**config.mk**
```make
export PLATFORM = sky130hd
export DESIGN_NAME = rvmon_top
export DESIGN_NICKNAME = d
export VERILOG_FILES = /design/src/hw/rvmon_pkg.sv /design/src/hw/rvmon_commit_if.sv /design/src/hw/rvmon_insn_decode.sv /design/src/hw/rvmon_serial_capture.sv /design/src/hw/rvmon_shadow_regs.sv /design/src/hw/rvmon_top.sv
export VERILOG_INCLUDE_DIRS = /design/src /design/src/include
export SDC_FILE = /design/constraint.sdc
export NUM_CORES = 2
export LEC_CHECK = 0
export ABC_AREA = 1
export BUFFER_PORTS_ARGS = -buffer_cell sky130_fd_sc_hd__clkbuf_2
export CAP_MARGIN = 30
export CORE_ASPECT_RATIO = 1.1
export CORE_UTILIZATION = 30
export CTS_BUF_LIST = sky130_fd_sc_hd__clkbuf_8
export DETAILED_ROUTE_END_ITERATION = 8
export GPL_TIMING_DRIVEN = 0
export PLACE_DENSITY_LB_ADDON = 0.25
export SLEW_MARGIN = 40
export SYNTH_ARGS = -nofsm -noshare
export SYNTH_HDL_FRONTEND = slang
export SYNTH_SLANG_ARGS = --single-unit
```
**constraint.sdc**
```tcl
create_clock -name i_clk -period 2.4 [get_ports i_clk]
set_input_delay 0.24 -clock i_clk [delete_from_list [all_inputs] [get_ports i_clk]]
set_output_delay 0.24 -clock i_clk [all_outputs]
set_load 0.01 [all_outputs]
```
**src/include/rvmon_macros.svh**
```systemverilog
`ifndef RVMON_MACROS_SVH
`define RVMON_MACROS_SVH

// ########################################
// data path widths
// ########################################

// serial width of the write-back stream, either 1 or 4.
`define RVMON_W 1

`define RVMON_XLEN 32

// ########################################
// APB address map
// ########################################

`define RVMON_ADDR_W 8
// general purpose registers occupy 0x00 up to the CSR block.
`define RVMON_CSR_BASE 8'h80
`define RVMON_RETIRE_ADDR 8'h9C
`define RVMON_CLASS_ADDR 8'hA0

`endif

```
**src/hw/rvmon_pkg.sv**
```systemverilog
`include "rvmon_macros.svh"

package rvmon_pkg;

   // ########################################
   // architectural types
   // ########################################

   // register number of x0 to x31.
   typedef logic [4:0] reg_idx_t;

   typedef logic [`RVMON_XLEN-1:0] word_t;

   // one beat of the serial write-back stream.
   typedef logic [`RVMON_W-1:0] slice_t;

   // 0 selects no CSR.
   // 1 to 7 select mstatus, mie, mcause, mscratch, mtvec, mepc and mtval.
   typedef logic [2:0] csr_sel_t;

   // ########################################
   // monitor types
   // ########################################

   // codes 0 to 45 follow the RV32I and Zicsr listing order.
   // code 46 marks a word that matches no known encoding.
   typedef logic [5:0] insn_class_t;

   // byte address on the APB port.
   typedef logic [`RVMON_ADDR_W-1:0] apb_addr_t;

endpackage

```
**src/hw/rvmon_commit_if.sv**
```systemverilog
`timescale 1ns/1ps

interface rvmon_commit_if;
   import rvmon_pkg::*;

   // single-cycle pulse at the end of an instruction that writes rd.
   logic commit;
   reg_idx_t rd_addr;
   word_t rd_data;
   csr_sel_t csr_sel;
   word_t csr_data;
   // single-cycle pulse for every retired instruction.
   logic retire;

   modport capture (
      output commit,
      output rd_addr,
      output rd_data,
      output csr_sel,
      output csr_data,
      output retire
   );

   modport shadow (
      input commit,
      input rd_addr,
      input rd_data,
      input csr_sel,
      input csr_data,
      input retire
   );

endinterface

```
**src/hw/rvmon_insn_decode.sv**
```systemverilog
`timescale 1ns/1ps

module rvmon_insn_decode (
   input  logic                   i_clk,
   input  logic                   i_rst_n,
   input  logic                   i_ibus_ack,
   input  rvmon_pkg::word_t       i_ibus_rdt,
   output rvmon_pkg::insn_class_t o_class,
   output logic                   o_class_valid
);
   import rvmon_pkg::*;

   localparam insn_class_t CLASS_OTHER = 6'd46;

   // the patterns are grouped as funct7, rs2, rs1, funct3, rd and opcode.
   function automatic insn_class_t classify(input word_t insn);
      insn_class_t c;
      casez (insn)
         32'b???????_?????_?????_???_?????_0110111 : c = 6'd0;
         32'b???????_?????_?????_???_?????_0010111 : c = 6'd1;
         32'b???????_?????_?????_???_?????_1101111 : c = 6'd2;
         32'b???????_?????_?????_000_?????_1100111 : c = 6'd3;
         // beq, bne, blt, bge, bltu and bgeu.
         32'b???????_?????_?????_000_?????_1100011 : c = 6'd4;
         32'b???????_?????_?????_001_?????_1100011 : c = 6'd5;
         32'b???????_?????_?????_100_?????_1100011 : c = 6'd6;
         32'b???????_?????_?????_101_?????_1100011 : c = 6'd7;
         32'b???????_?????_?????_110_?????_1100011 : c = 6'd8;
         32'b???????_?????_?????_111_?????_1100011 : c = 6'd9;
         // lb, lh, lw, lbu and lhu.
         32'b???????_?????_?????_000_?????_0000011 : c = 6'd10;
         32'b???????_?????_?????_001_?????_0000011 : c = 6'd11;
         32'b???????_?????_?????_010_?????_0000011 : c = 6'd12;
         32'b???????_?????_?????_100_?????_0000011 : c = 6'd13;
         32'b???????_?????_?????_101_?????_0000011 : c = 6'd14;
         // sb, sh and sw.
         32'b???????_?????_?????_000_?????_0100011 : c = 6'd15;
         32'b???????_?????_?????_001_?????_0100011 : c = 6'd16;
         32'b???????_?????_?????_010_?????_0100011 : c = 6'd17;
         // immediate ALU ops, where the shifts also check funct7.
         32'b???????_?????_?????_000_?????_0010011 : c = 6'd18;
         32'b???????_?????_?????_010_?????_0010011 : c = 6'd19;
         32'b???????_?????_?????_011_?????_0010011 : c = 6'd20;
         32'b???????_?????_?????_100_?????_0010011 : c = 6'd21;
         32'b???????_?????_?????_110_?????_0010011 : c = 6'd22;
         32'b???????_?????_?????_111_?????_0010011 : c = 6'd23;
         32'b0000000_?????_?????_001_?????_0010011 : c = 6'd24;
         32'b0000000_?????_?????_101_?????_0010011 : c = 6'd25;
         32'b0100000_?????_?????_101_?????_0010011 : c = 6'd26;
         // register ALU ops.
         32'b0000000_?????_?????_000_?????_0110011 : c = 6'd27;
         32'b0100000_?????_?????_000_?????_0110011 : c = 6'd28;
         32'b0000000_?????_?????_001_?????_0110011 : c = 6'd29;
         32'b0000000_?????_?????_010_?????_0110011 : c = 6'd30;
         32'b0000000_?????_?????_011_?????_0110011 : c = 6'd31;
         32'b0000000_?????_?????_100_?????_0110011 : c = 6'd32;
         32'b0000000_?????_?????_101_?????_0110011 : c = 6'd33;
         32'b0100000_?????_?????_101_?????_0110011 : c = 6'd34;
         32'b0000000_?????_?????_110_?????_0110011 : c = 6'd35;
         32'b0000000_?????_?????_111_?????_0110011 : c = 6'd36;
         32'b???????_?????_?????_000_?????_0001111 : c = 6'd37;
         // ecall and ebreak are only recognised as complete words.
         32'b0000000_00000_00000_000_00000_1110011 : c = 6'd38;
         32'b0000000_00001_00000_000_00000_1110011 : c = 6'd39;
         // csrrw, csrrs, csrrc and their immediate forms.
         32'b???????_?????_?????_001_?????_1110011 : c = 6'd40;
         32'b???????_?????_?????_010_?????_1110011 : c = 6'd41;
         32'b???????_?????_?????_011_?????_1110011 : c = 6'd42;
         32'b???????_?????_?????_101_?????_1110011 : c = 6'd43;
         32'b???????_?????_?????_110_?????_1110011 : c = 6'd44;
         32'b???????_?????_?????_111_?????_1110011 : c = 6'd45;
         default : c = CLASS_OTHER;
      endcase
      return c;
   endfunction

   // ########################################
   // fetch capture
   // ########################################

   always_ff @(posedge i_clk) begin
      if (i_ibus_ack) begin
         o_class <= classify(i_ibus_rdt);
      end
   end

   // the valid pulse follows the edge that loaded o_class.
   always_ff @(posedge i_clk) begin
      if (!i_rst_n) begin
         o_class_valid <= 1'b0;
      end else begin
         o_class_valid <= i_ibus_ack;
      end
   end

endmodule

```
**src/hw/rvmon_serial_capture.sv**
```systemverilog
`timescale 1ns/1ps
`include "rvmon_macros.svh"

module rvmon_serial_capture (
   input  logic                i_clk,
   input  logic                i_rst_n,
   input  logic                i_wen0,
   input  rvmon_pkg::slice_t   i_wdata0,
   input  logic                i_cnt_en,
   input  logic                i_csr_in,
   input  logic                i_cnt_done,
   input  logic                i_ctrl_pc_en,
   input  rvmon_pkg::reg_idx_t i_rd_addr,
   input  logic                i_csr_mstatus_en,
   input  logic                i_csr_mie_en,
   input  logic                i_csr_mcause_en,
   input  logic                i_csr_en,
   input  logic [1:0]          i_csr_addr,
   rvmon_commit_if.capture     cmt
);
   import rvmon_pkg::*;

   word_t rd_shift;
   word_t csr_shift;
   reg_idx_t rd_addr_q;
   csr_sel_t csr_sel_d;
   csr_sel_t csr_sel_q;

   // ########################################
   // serial to parallel
   // ########################################

   // slices enter at the top, so the first one ends up in the low bits.
   always_ff @(posedge i_clk) begin
      if (i_wen0) begin
         rd_shift <= {i_wdata0, rd_shift[`RVMON_XLEN-1:`RVMON_W]};
      end
      if (i_cnt_en) begin
         csr_shift <= {i_csr_in, csr_shift[`RVMON_XLEN-1:1]};
      end
   end

   // the generic enable maps addresses 0 to 3 onto codes 4 to 7.
   always_comb begin
      if (i_csr_mstatus_en) csr_sel_d = 3'd1;
      else if (i_csr_mie_en) csr_sel_d = 3'd2;
      else if (i_csr_mcause_en) csr_sel_d = 3'd3;
      else if (i_csr_en) csr_sel_d = {1'b1, i_csr_addr};
      else csr_sel_d = 3'd0;
   end

   // ########################################
   // end of instruction
   // ########################################

   always_ff @(posedge i_clk) begin
      if (i_cnt_done && i_wen0) begin
         rd_addr_q <= i_rd_addr;
         csr_sel_q <= csr_sel_d;
      end
   end

   always_ff @(posedge i_clk) begin
      if (!i_rst_n) begin
         cmt.commit <= 1'b0;
         cmt.retire <= 1'b0;
      end else begin
         cmt.commit <= i_cnt_done & i_wen0;
         cmt.retire <= i_cnt_done & i_ctrl_pc_en;
      end
   end

   assign cmt.rd_addr = rd_addr_q;
   assign cmt.rd_data = rd_shift;
   assign cmt.csr_sel = csr_sel_q;
   assign cmt.csr_data = csr_shift;

endmodule

```
**src/hw/rvmon_shadow_regs.sv**
```systemverilog
`timescale 1ns/1ps
`include "rvmon_macros.svh"

module rvmon_shadow_regs (
   input  logic                   i_clk,
   input  logic                   i_rst_n,
   rvmon_commit_if.shadow         cmt,
   input  rvmon_pkg::insn_class_t i_class,
   input  logic                   i_class_valid,
   input  logic                   i_psel,
   input  logic                   i_penable,
   input  logic                   i_pwrite,
   input  rvmon_pkg::apb_addr_t   i_paddr,
   output rvmon_pkg::word_t       o_prdata,
   output logic                   o_pready,
   output logic                   o_pslverr
);
   import rvmon_pkg::*;

   word_t xreg [1:31];
   word_t csr_q [1:7];
   word_t retire_cnt;
   insn_class_t pending_class;
   insn_class_t last_class;

   logic access;
   logic addr_err;
   apb_addr_t csr_off;
   csr_sel_t csr_idx;
   reg_idx_t x_idx;
   word_t rdata;

   // ########################################
   // shadow state
   // ########################################

   always_ff @(posedge i_clk) begin
      if (!i_rst_n) begin
         for (int i = 1; i < 32; i++) begin
            xreg[i] <= '0;
         end
         for (int j = 1; j < 8; j++) begin
            csr_q[j] <= '0;
         end
         retire_cnt <= '0;
         pending_class <= '0;
         last_class <= '0;
      end else begin
         // x0 is hardwired, so writes to index 0 are dropped.
         if (cmt.commit && (cmt.rd_addr != 5'd0)) begin
            xreg[cmt.rd_addr] <= cmt.rd_data;
         end
         if (cmt.commit && (cmt.csr_sel != 3'd0)) begin
            csr_q[cmt.csr_sel] <= cmt.csr_data;
         end
         if (i_class_valid) begin
            pending_class <= i_class;
         end
         if (cmt.retire) begin
            retire_cnt <= retire_cnt + 1'b1;
            last_class <= pending_class;
         end
      end
   end

   // ########################################
   // APB read port
   // ########################################

   assign access = i_psel & i_penable;
   assign x_idx = i_paddr[6:2];
   assign csr_off = i_paddr - `RVMON_CSR_BASE;
   assign csr_idx = csr_off[4:2] + 3'd1;

   // writes are not supported and count as errors like bad addresses.
   assign addr_err = (i_paddr[1:0] != 2'b00) || (i_paddr > `RVMON_CLASS_ADDR);

   always_comb begin
      rdata = '0;
      if (i_paddr < `RVMON_CSR_BASE) begin
         if (x_idx != 5'd0) begin
            rdata = xreg[x_idx];
         end
      end else if (i_paddr < `RVMON_RETIRE_ADDR) begin
         rdata = csr_q[csr_idx];
      end else if (i_paddr == `RVMON_RETIRE_ADDR) begin
         rdata = retire_cnt;
      end else if (i_paddr == `RVMON_CLASS_ADDR) begin
         rdata = word_t'(last_class);
      end
   end

   assign o_pslverr = access & (i_pwrite | addr_err);
   assign o_prdata = (access && !i_pwrite && !addr_err) ? rdata : '0;
   assign o_pready = 1'b1;

endmodule

```
**src/hw/rvmon_top.sv**
```systemverilog
`timescale 1ns/1ps

module rvmon_top (
   input  logic                i_clk,
   input  logic                i_rst_n,
   input  logic                i_ibus_ack,
   input  rvmon_pkg::word_t    i_ibus_rdt,
   input  logic                i_wen0,
   input  rvmon_pkg::slice_t   i_wdata0,
   input  logic                i_cnt_en,
   input  logic                i_csr_in,
   input  logic                i_cnt_done,
   input  logic                i_ctrl_pc_en,
   input  rvmon_pkg::reg_idx_t i_rd_addr,
   input  logic                i_csr_mstatus_en,
   input  logic                i_csr_mie_en,
   input  logic                i_csr_mcause_en,
   input  logic                i_csr_en,
   input  logic [1:0]          i_csr_addr,
   input  logic                i_psel,
   input  logic                i_penable,
   input  logic                i_pwrite,
   input  rvmon_pkg::apb_addr_t i_paddr,
   output rvmon_pkg::word_t    o_prdata,
   output logic                o_pready,
   output logic                o_pslverr
);
   import rvmon_pkg::*;

   insn_class_t dec_class;
   logic dec_class_valid;

   rvmon_commit_if cmt_if ();

   rvmon_insn_decode u_decode (
      .i_clk         (i_clk),
      .i_rst_n       (i_rst_n),
      .i_ibus_ack    (i_ibus_ack),
      .i_ibus_rdt    (i_ibus_rdt),
      .o_class       (dec_class),
      .o_class_valid (dec_class_valid)
   );

   rvmon_serial_capture u_capture (
      .i_clk            (i_clk),
      .i_rst_n          (i_rst_n),
      .i_wen0           (i_wen0),
      .i_wdata0         (i_wdata0),
      .i_cnt_en         (i_cnt_en),
      .i_csr_in         (i_csr_in),
      .i_cnt_done       (i_cnt_done),
      .i_ctrl_pc_en     (i_ctrl_pc_en),
      .i_rd_addr        (i_rd_addr),
      .i_csr_mstatus_en (i_csr_mstatus_en),
      .i_csr_mie_en     (i_csr_mie_en),
      .i_csr_mcause_en  (i_csr_mcause_en),
      .i_csr_en         (i_csr_en),
      .i_csr_addr       (i_csr_addr),
      .cmt              (cmt_if.capture)
   );

   rvmon_shadow_regs u_shadow (
      .i_clk         (i_clk),
      .i_rst_n       (i_rst_n),
      .cmt           (cmt_if.shadow),
      .i_class       (dec_class),
      .i_class_valid (dec_class_valid),
      .i_psel        (i_psel),
      .i_penable     (i_penable),
      .i_pwrite      (i_pwrite),
      .i_paddr       (i_paddr),
      .o_prdata      (o_prdata),
      .o_pready      (o_pready),
      .o_pslverr     (o_pslverr)
   );

endmodule

```
==> run_results.csv <==
group,metric,value,unit
outcome,outcome,"complete, but fails checks",
outcome,violations,"setup timing",
setup_path,cp_top_family,"buffers and inverters",
detailed_routing,wl_per_cell,24.1,um
final_layout,drive_gt1_share,17.9,%
sta,finalCriticalPeriod,2.91,ns
global_route,grt_pass1_vias,51200,
synthesis,syn_area,65500,um^2
synthesis,yosys.area_share.simple,26.8,%
synthesis,yosysUniqueCellTypes,46,
synthesis,synth_top_family_by_area,"simple AND/OR/NAND/NOR gates",
synthesis,yosysTopAreaCellShare,62.3,%
floorplanning,rows,179,
sta,slew_headroom,37.9,%
run,cap_violations,0,
setup_path,cpPeakStageDelay,0.37,ns
detailed_routing,drt_first_pass_iters,8,
clock_tree,htree_levels,4,
global_route,track_usage,23.3,%
synthesis,synthMuxAreaShare,0,%
setup_path,cp_num_buf_inv,9,
global_route,grt_antenna_before_repair,4,
placement,hpwl,188000,um
setup_path,cp-end-kind,"output pin",
synthesis,synth_seq_cells,1405,
setup_path,slowest_stage,"ha_4",
power,p_per_area,675,nW/um^2
floorplanning,fp.dieW,447,um
setup_path,cp_common_cell,"buf_12",
final_layout,final_area,80500,um^2
sta,finClkSkew,0.0559,ns
clock_tree,numCtsBuffers,237,
power,vdd_drop_max,0.000558,V
floorplanning,core_area,217000,um^2
detailed_routing,wirelength,262000,um
sta,timing.fmax,0.344,GHz
sta,finalHoldViolCount,0,
min_path,hold_path.class,"input pin to flop",
sta,holdWs,0.123,ns
synthesis,syn_area_per_cell,9.07,um^2
synthesis,synth_common_cells,"nand2_1, nor2_1, edfxtp_1",
sta,setup_ws,-0.510,ns
detailed_routing,ant_nets,0,
placement,port_buffers,92,
synthesis,yosys_warnings,0,
synthesis,synth_edf_count,1358,
detailed_routing,post-route-drc-count,0,
setup_path,startpoint_type,"input pin",
clock_tree,cts-root-buf,"clkbuf_8",
synthesis,synthCells,7216,
placement,dpl-instance-area,70500,um^2
final_layout,fillers,22000,
global_route,overflow,0,
global_route,grt_pass1_wl,364000,um
placement,gp_congestion,0.991,
sta,grt_setup_unrepaired,"true",
floorplanning,io_pins,97,
setup_path,path_cells,"clkbuf_16 > inv_8 > buf_12 > buf_12 > buf_12 > buf_12 > ha_4 > clkbuf_16 > buf_12 > o21ai_2 > o211ai_1 > nand3_2 > nand2_2 > nand2_2 > a21oi_4 > buf_6",
synthesis,yosysMostFrequentCell,"nand2_1",
synthesis,synth_compound_area_share,2.50,%
clock_tree,insertion_delay,1.01,ns
clock_tree,clockBufferDepth,3,
synthesis,synth_xor_area_share,0.0516,%
sta,drv_slew,0,
sta,worstMarginPinSlew,0.932,ns
synthesis,ys_seq_area_share,63.7,%
detailed_routing,viasPerCell,4.94,
synthesis,synth-async-reset-ratio,0,%
detailed_routing,dr_total_vias,53700,
detailed_routing,drt_first_iter_violations,6032,
sta,tns,-14.30,ns
sta,fin_crit_sh,121,%
clock_tree,clkTransAtPathRegs,0.06,ns
global_route,grt_max_degree,34,
power,leakage,33.8,nW
clock_tree,clock_sinks,1405,
synthesis,yosys-top-cells-area,"edfxtp_1, nand2_1, nor2_1",
final_layout,syn_to_final_growth,23.0,%
final_layout,utilization,37.2,%
floorplanning,die_area,220000,um^2
synthesis,synth_top_area_cell,"edfxtp_1",
sta,setup_viol,112,
setup_path,crit_type,"input pin to output pin",
floorplanning,dieHeight,492,um
synthesis,synthAdderAreaFrac,0.0573,%
setup_path,arrival,2.67,ns
synthesis,synth-main-ff-cell,"edfxtp_1",
setup_path,required,2.16,ns
final_layout,fin_nets,7838,
setup_path,worstPathMaxFanout,6,
clock_tree,cts_tree,"built",
floorplanning,start_util,30.2,%
==> worst register-to-register path: cells and delay by family (launching register included) <==
family                 cells  cell delay (ns)
buffers and inverters      2             0.53
DFF                        1             0.59
and+or+nand+nor            3             0.96
==> what timing repair did <==
action                                  4_1_cts  5_1_grt
hold endpoints to repair                    111        0
gates cloned                                 21        7
hold buffers                                 48        0
pin swaps                                   148      210
buffers inserted                             58       11
gates resized for setup                     716      414
endpoints found under the setup margin     2282      617
==> cell families after synthesis <==
logic type	Yosys count
flip-flops	1405
adder cells (fa/ha/maj)	3
AND/OR/NAND/NOR	4375
buffers and inverters	1114
XOR/XNOR	3
AO/OA/AOI/OAI	314
other	2
==> state kept, by name, summed over array words and instances, names as in the netlist <==
name                    flops
u_shadow.pending_class      6
u_capture.cmt.rd_data      32
u_capture.cmt.csr_sel       3
u_shadow.retire_cnt        32
u_shadow.xreg            1024
u_shadow.last_class         6
u_capture.cmt.csr_data     32
u_shadow.csr_q            256
u_capture.cmt.commit        1
u_capture.cmt.retire        1
u_decode.o_class_valid      1
u_capture.cmt.rd_addr       5
u_decode.o_class            6
==> path summary, 6_finish.rpt <==
check	from	endpoint	slack [ns]	cells past startpoint
worst max-delay path	i_paddr[2]	o_prdata[30]	-0.51	16
worst min-delay path	i_csr_addr[0]	u_capture.cmt.csr_sel[0]	0.12	4
worst max register to register	u_capture.cmt.rd_addr[4]	u_shadow.xreg[18][26]	-0.04	5
worst min register to register	u_capture.cmt.rd_data[26]	u_shadow.xreg[0][26]	0.45	0
==> where the power goes <==
part | leakage (nW) | internal [mW] | switching [mW]
sequential | 14.8 | 27.6 | 0.260
clock | 2.41 | 9.63 | 10.5
combinational | 16.6 | 1.64 | 4.73
==> routing by layer <==
metal	vias up	part of all wire, %	track usage, %
met5	-	0.0069	0
met4	2	5.0	10.7
met3	590	9.0	4.70
met2	2615	48	38.4
met1	26100	38	29.2
li1	24400	-	-
==> metrics by stage <==
stage | setup slack, ns | instances | power, mW
2_1_floorplan | -0.00163 | 7279 | 30.9
3_3_place_gp | -2.46 | 10300 | 33.3
6_report | -0.510 | 10900 | 54.3
5_1_grt | -0.525 | 10900 | 55.8
3_5_place_dp | -2.23 | 10300 | 33.4
4_1_cts | -0.502 | 10800 | 54.0
==> layout by cell type, fill, tap and decap left out, types with 34 or more instances in the layout <==
cell type and instances:
nand3_1 544, buf_4 97, a21oi_2 45, clkbuf_1 181
nand2_4 43, nor2_1 1625, nand2_2 190, nand2_1 1642
nor2_2 49, dlygate4sd3_1 46, a21oi_1 34, o21ai_0 124
inv_1 662, nand2_8 46, edfxtp_1 1358, nand3_2 137
clkinv_1 94, dfxtp_1 47, o21ai_1 54, buf_2 149
clkbuf_8 243, a21oi_4 44, nand3_4 51, clkbuf_2 119
buf_6 40, conb_1 65
==> cell type report <==
type                            count  area (um^2)  area share [%]
Sequential cell                  1405        41700            51.8
Multi-Input combinational cell   4777        23400            29.0
Tap cell                         2896         3620            4.50
Clock buffer                      237         3260            4.05
Buffer                            500         2800            3.48
Timing Repair Buffer              240         2440            3.03
Inverter                          611         2320            2.88
Clock inverter                    198          982            1.22
Antenna cell                        4         10.0          0.0124
Note: power is estimated with default switching activity, not from simulation.
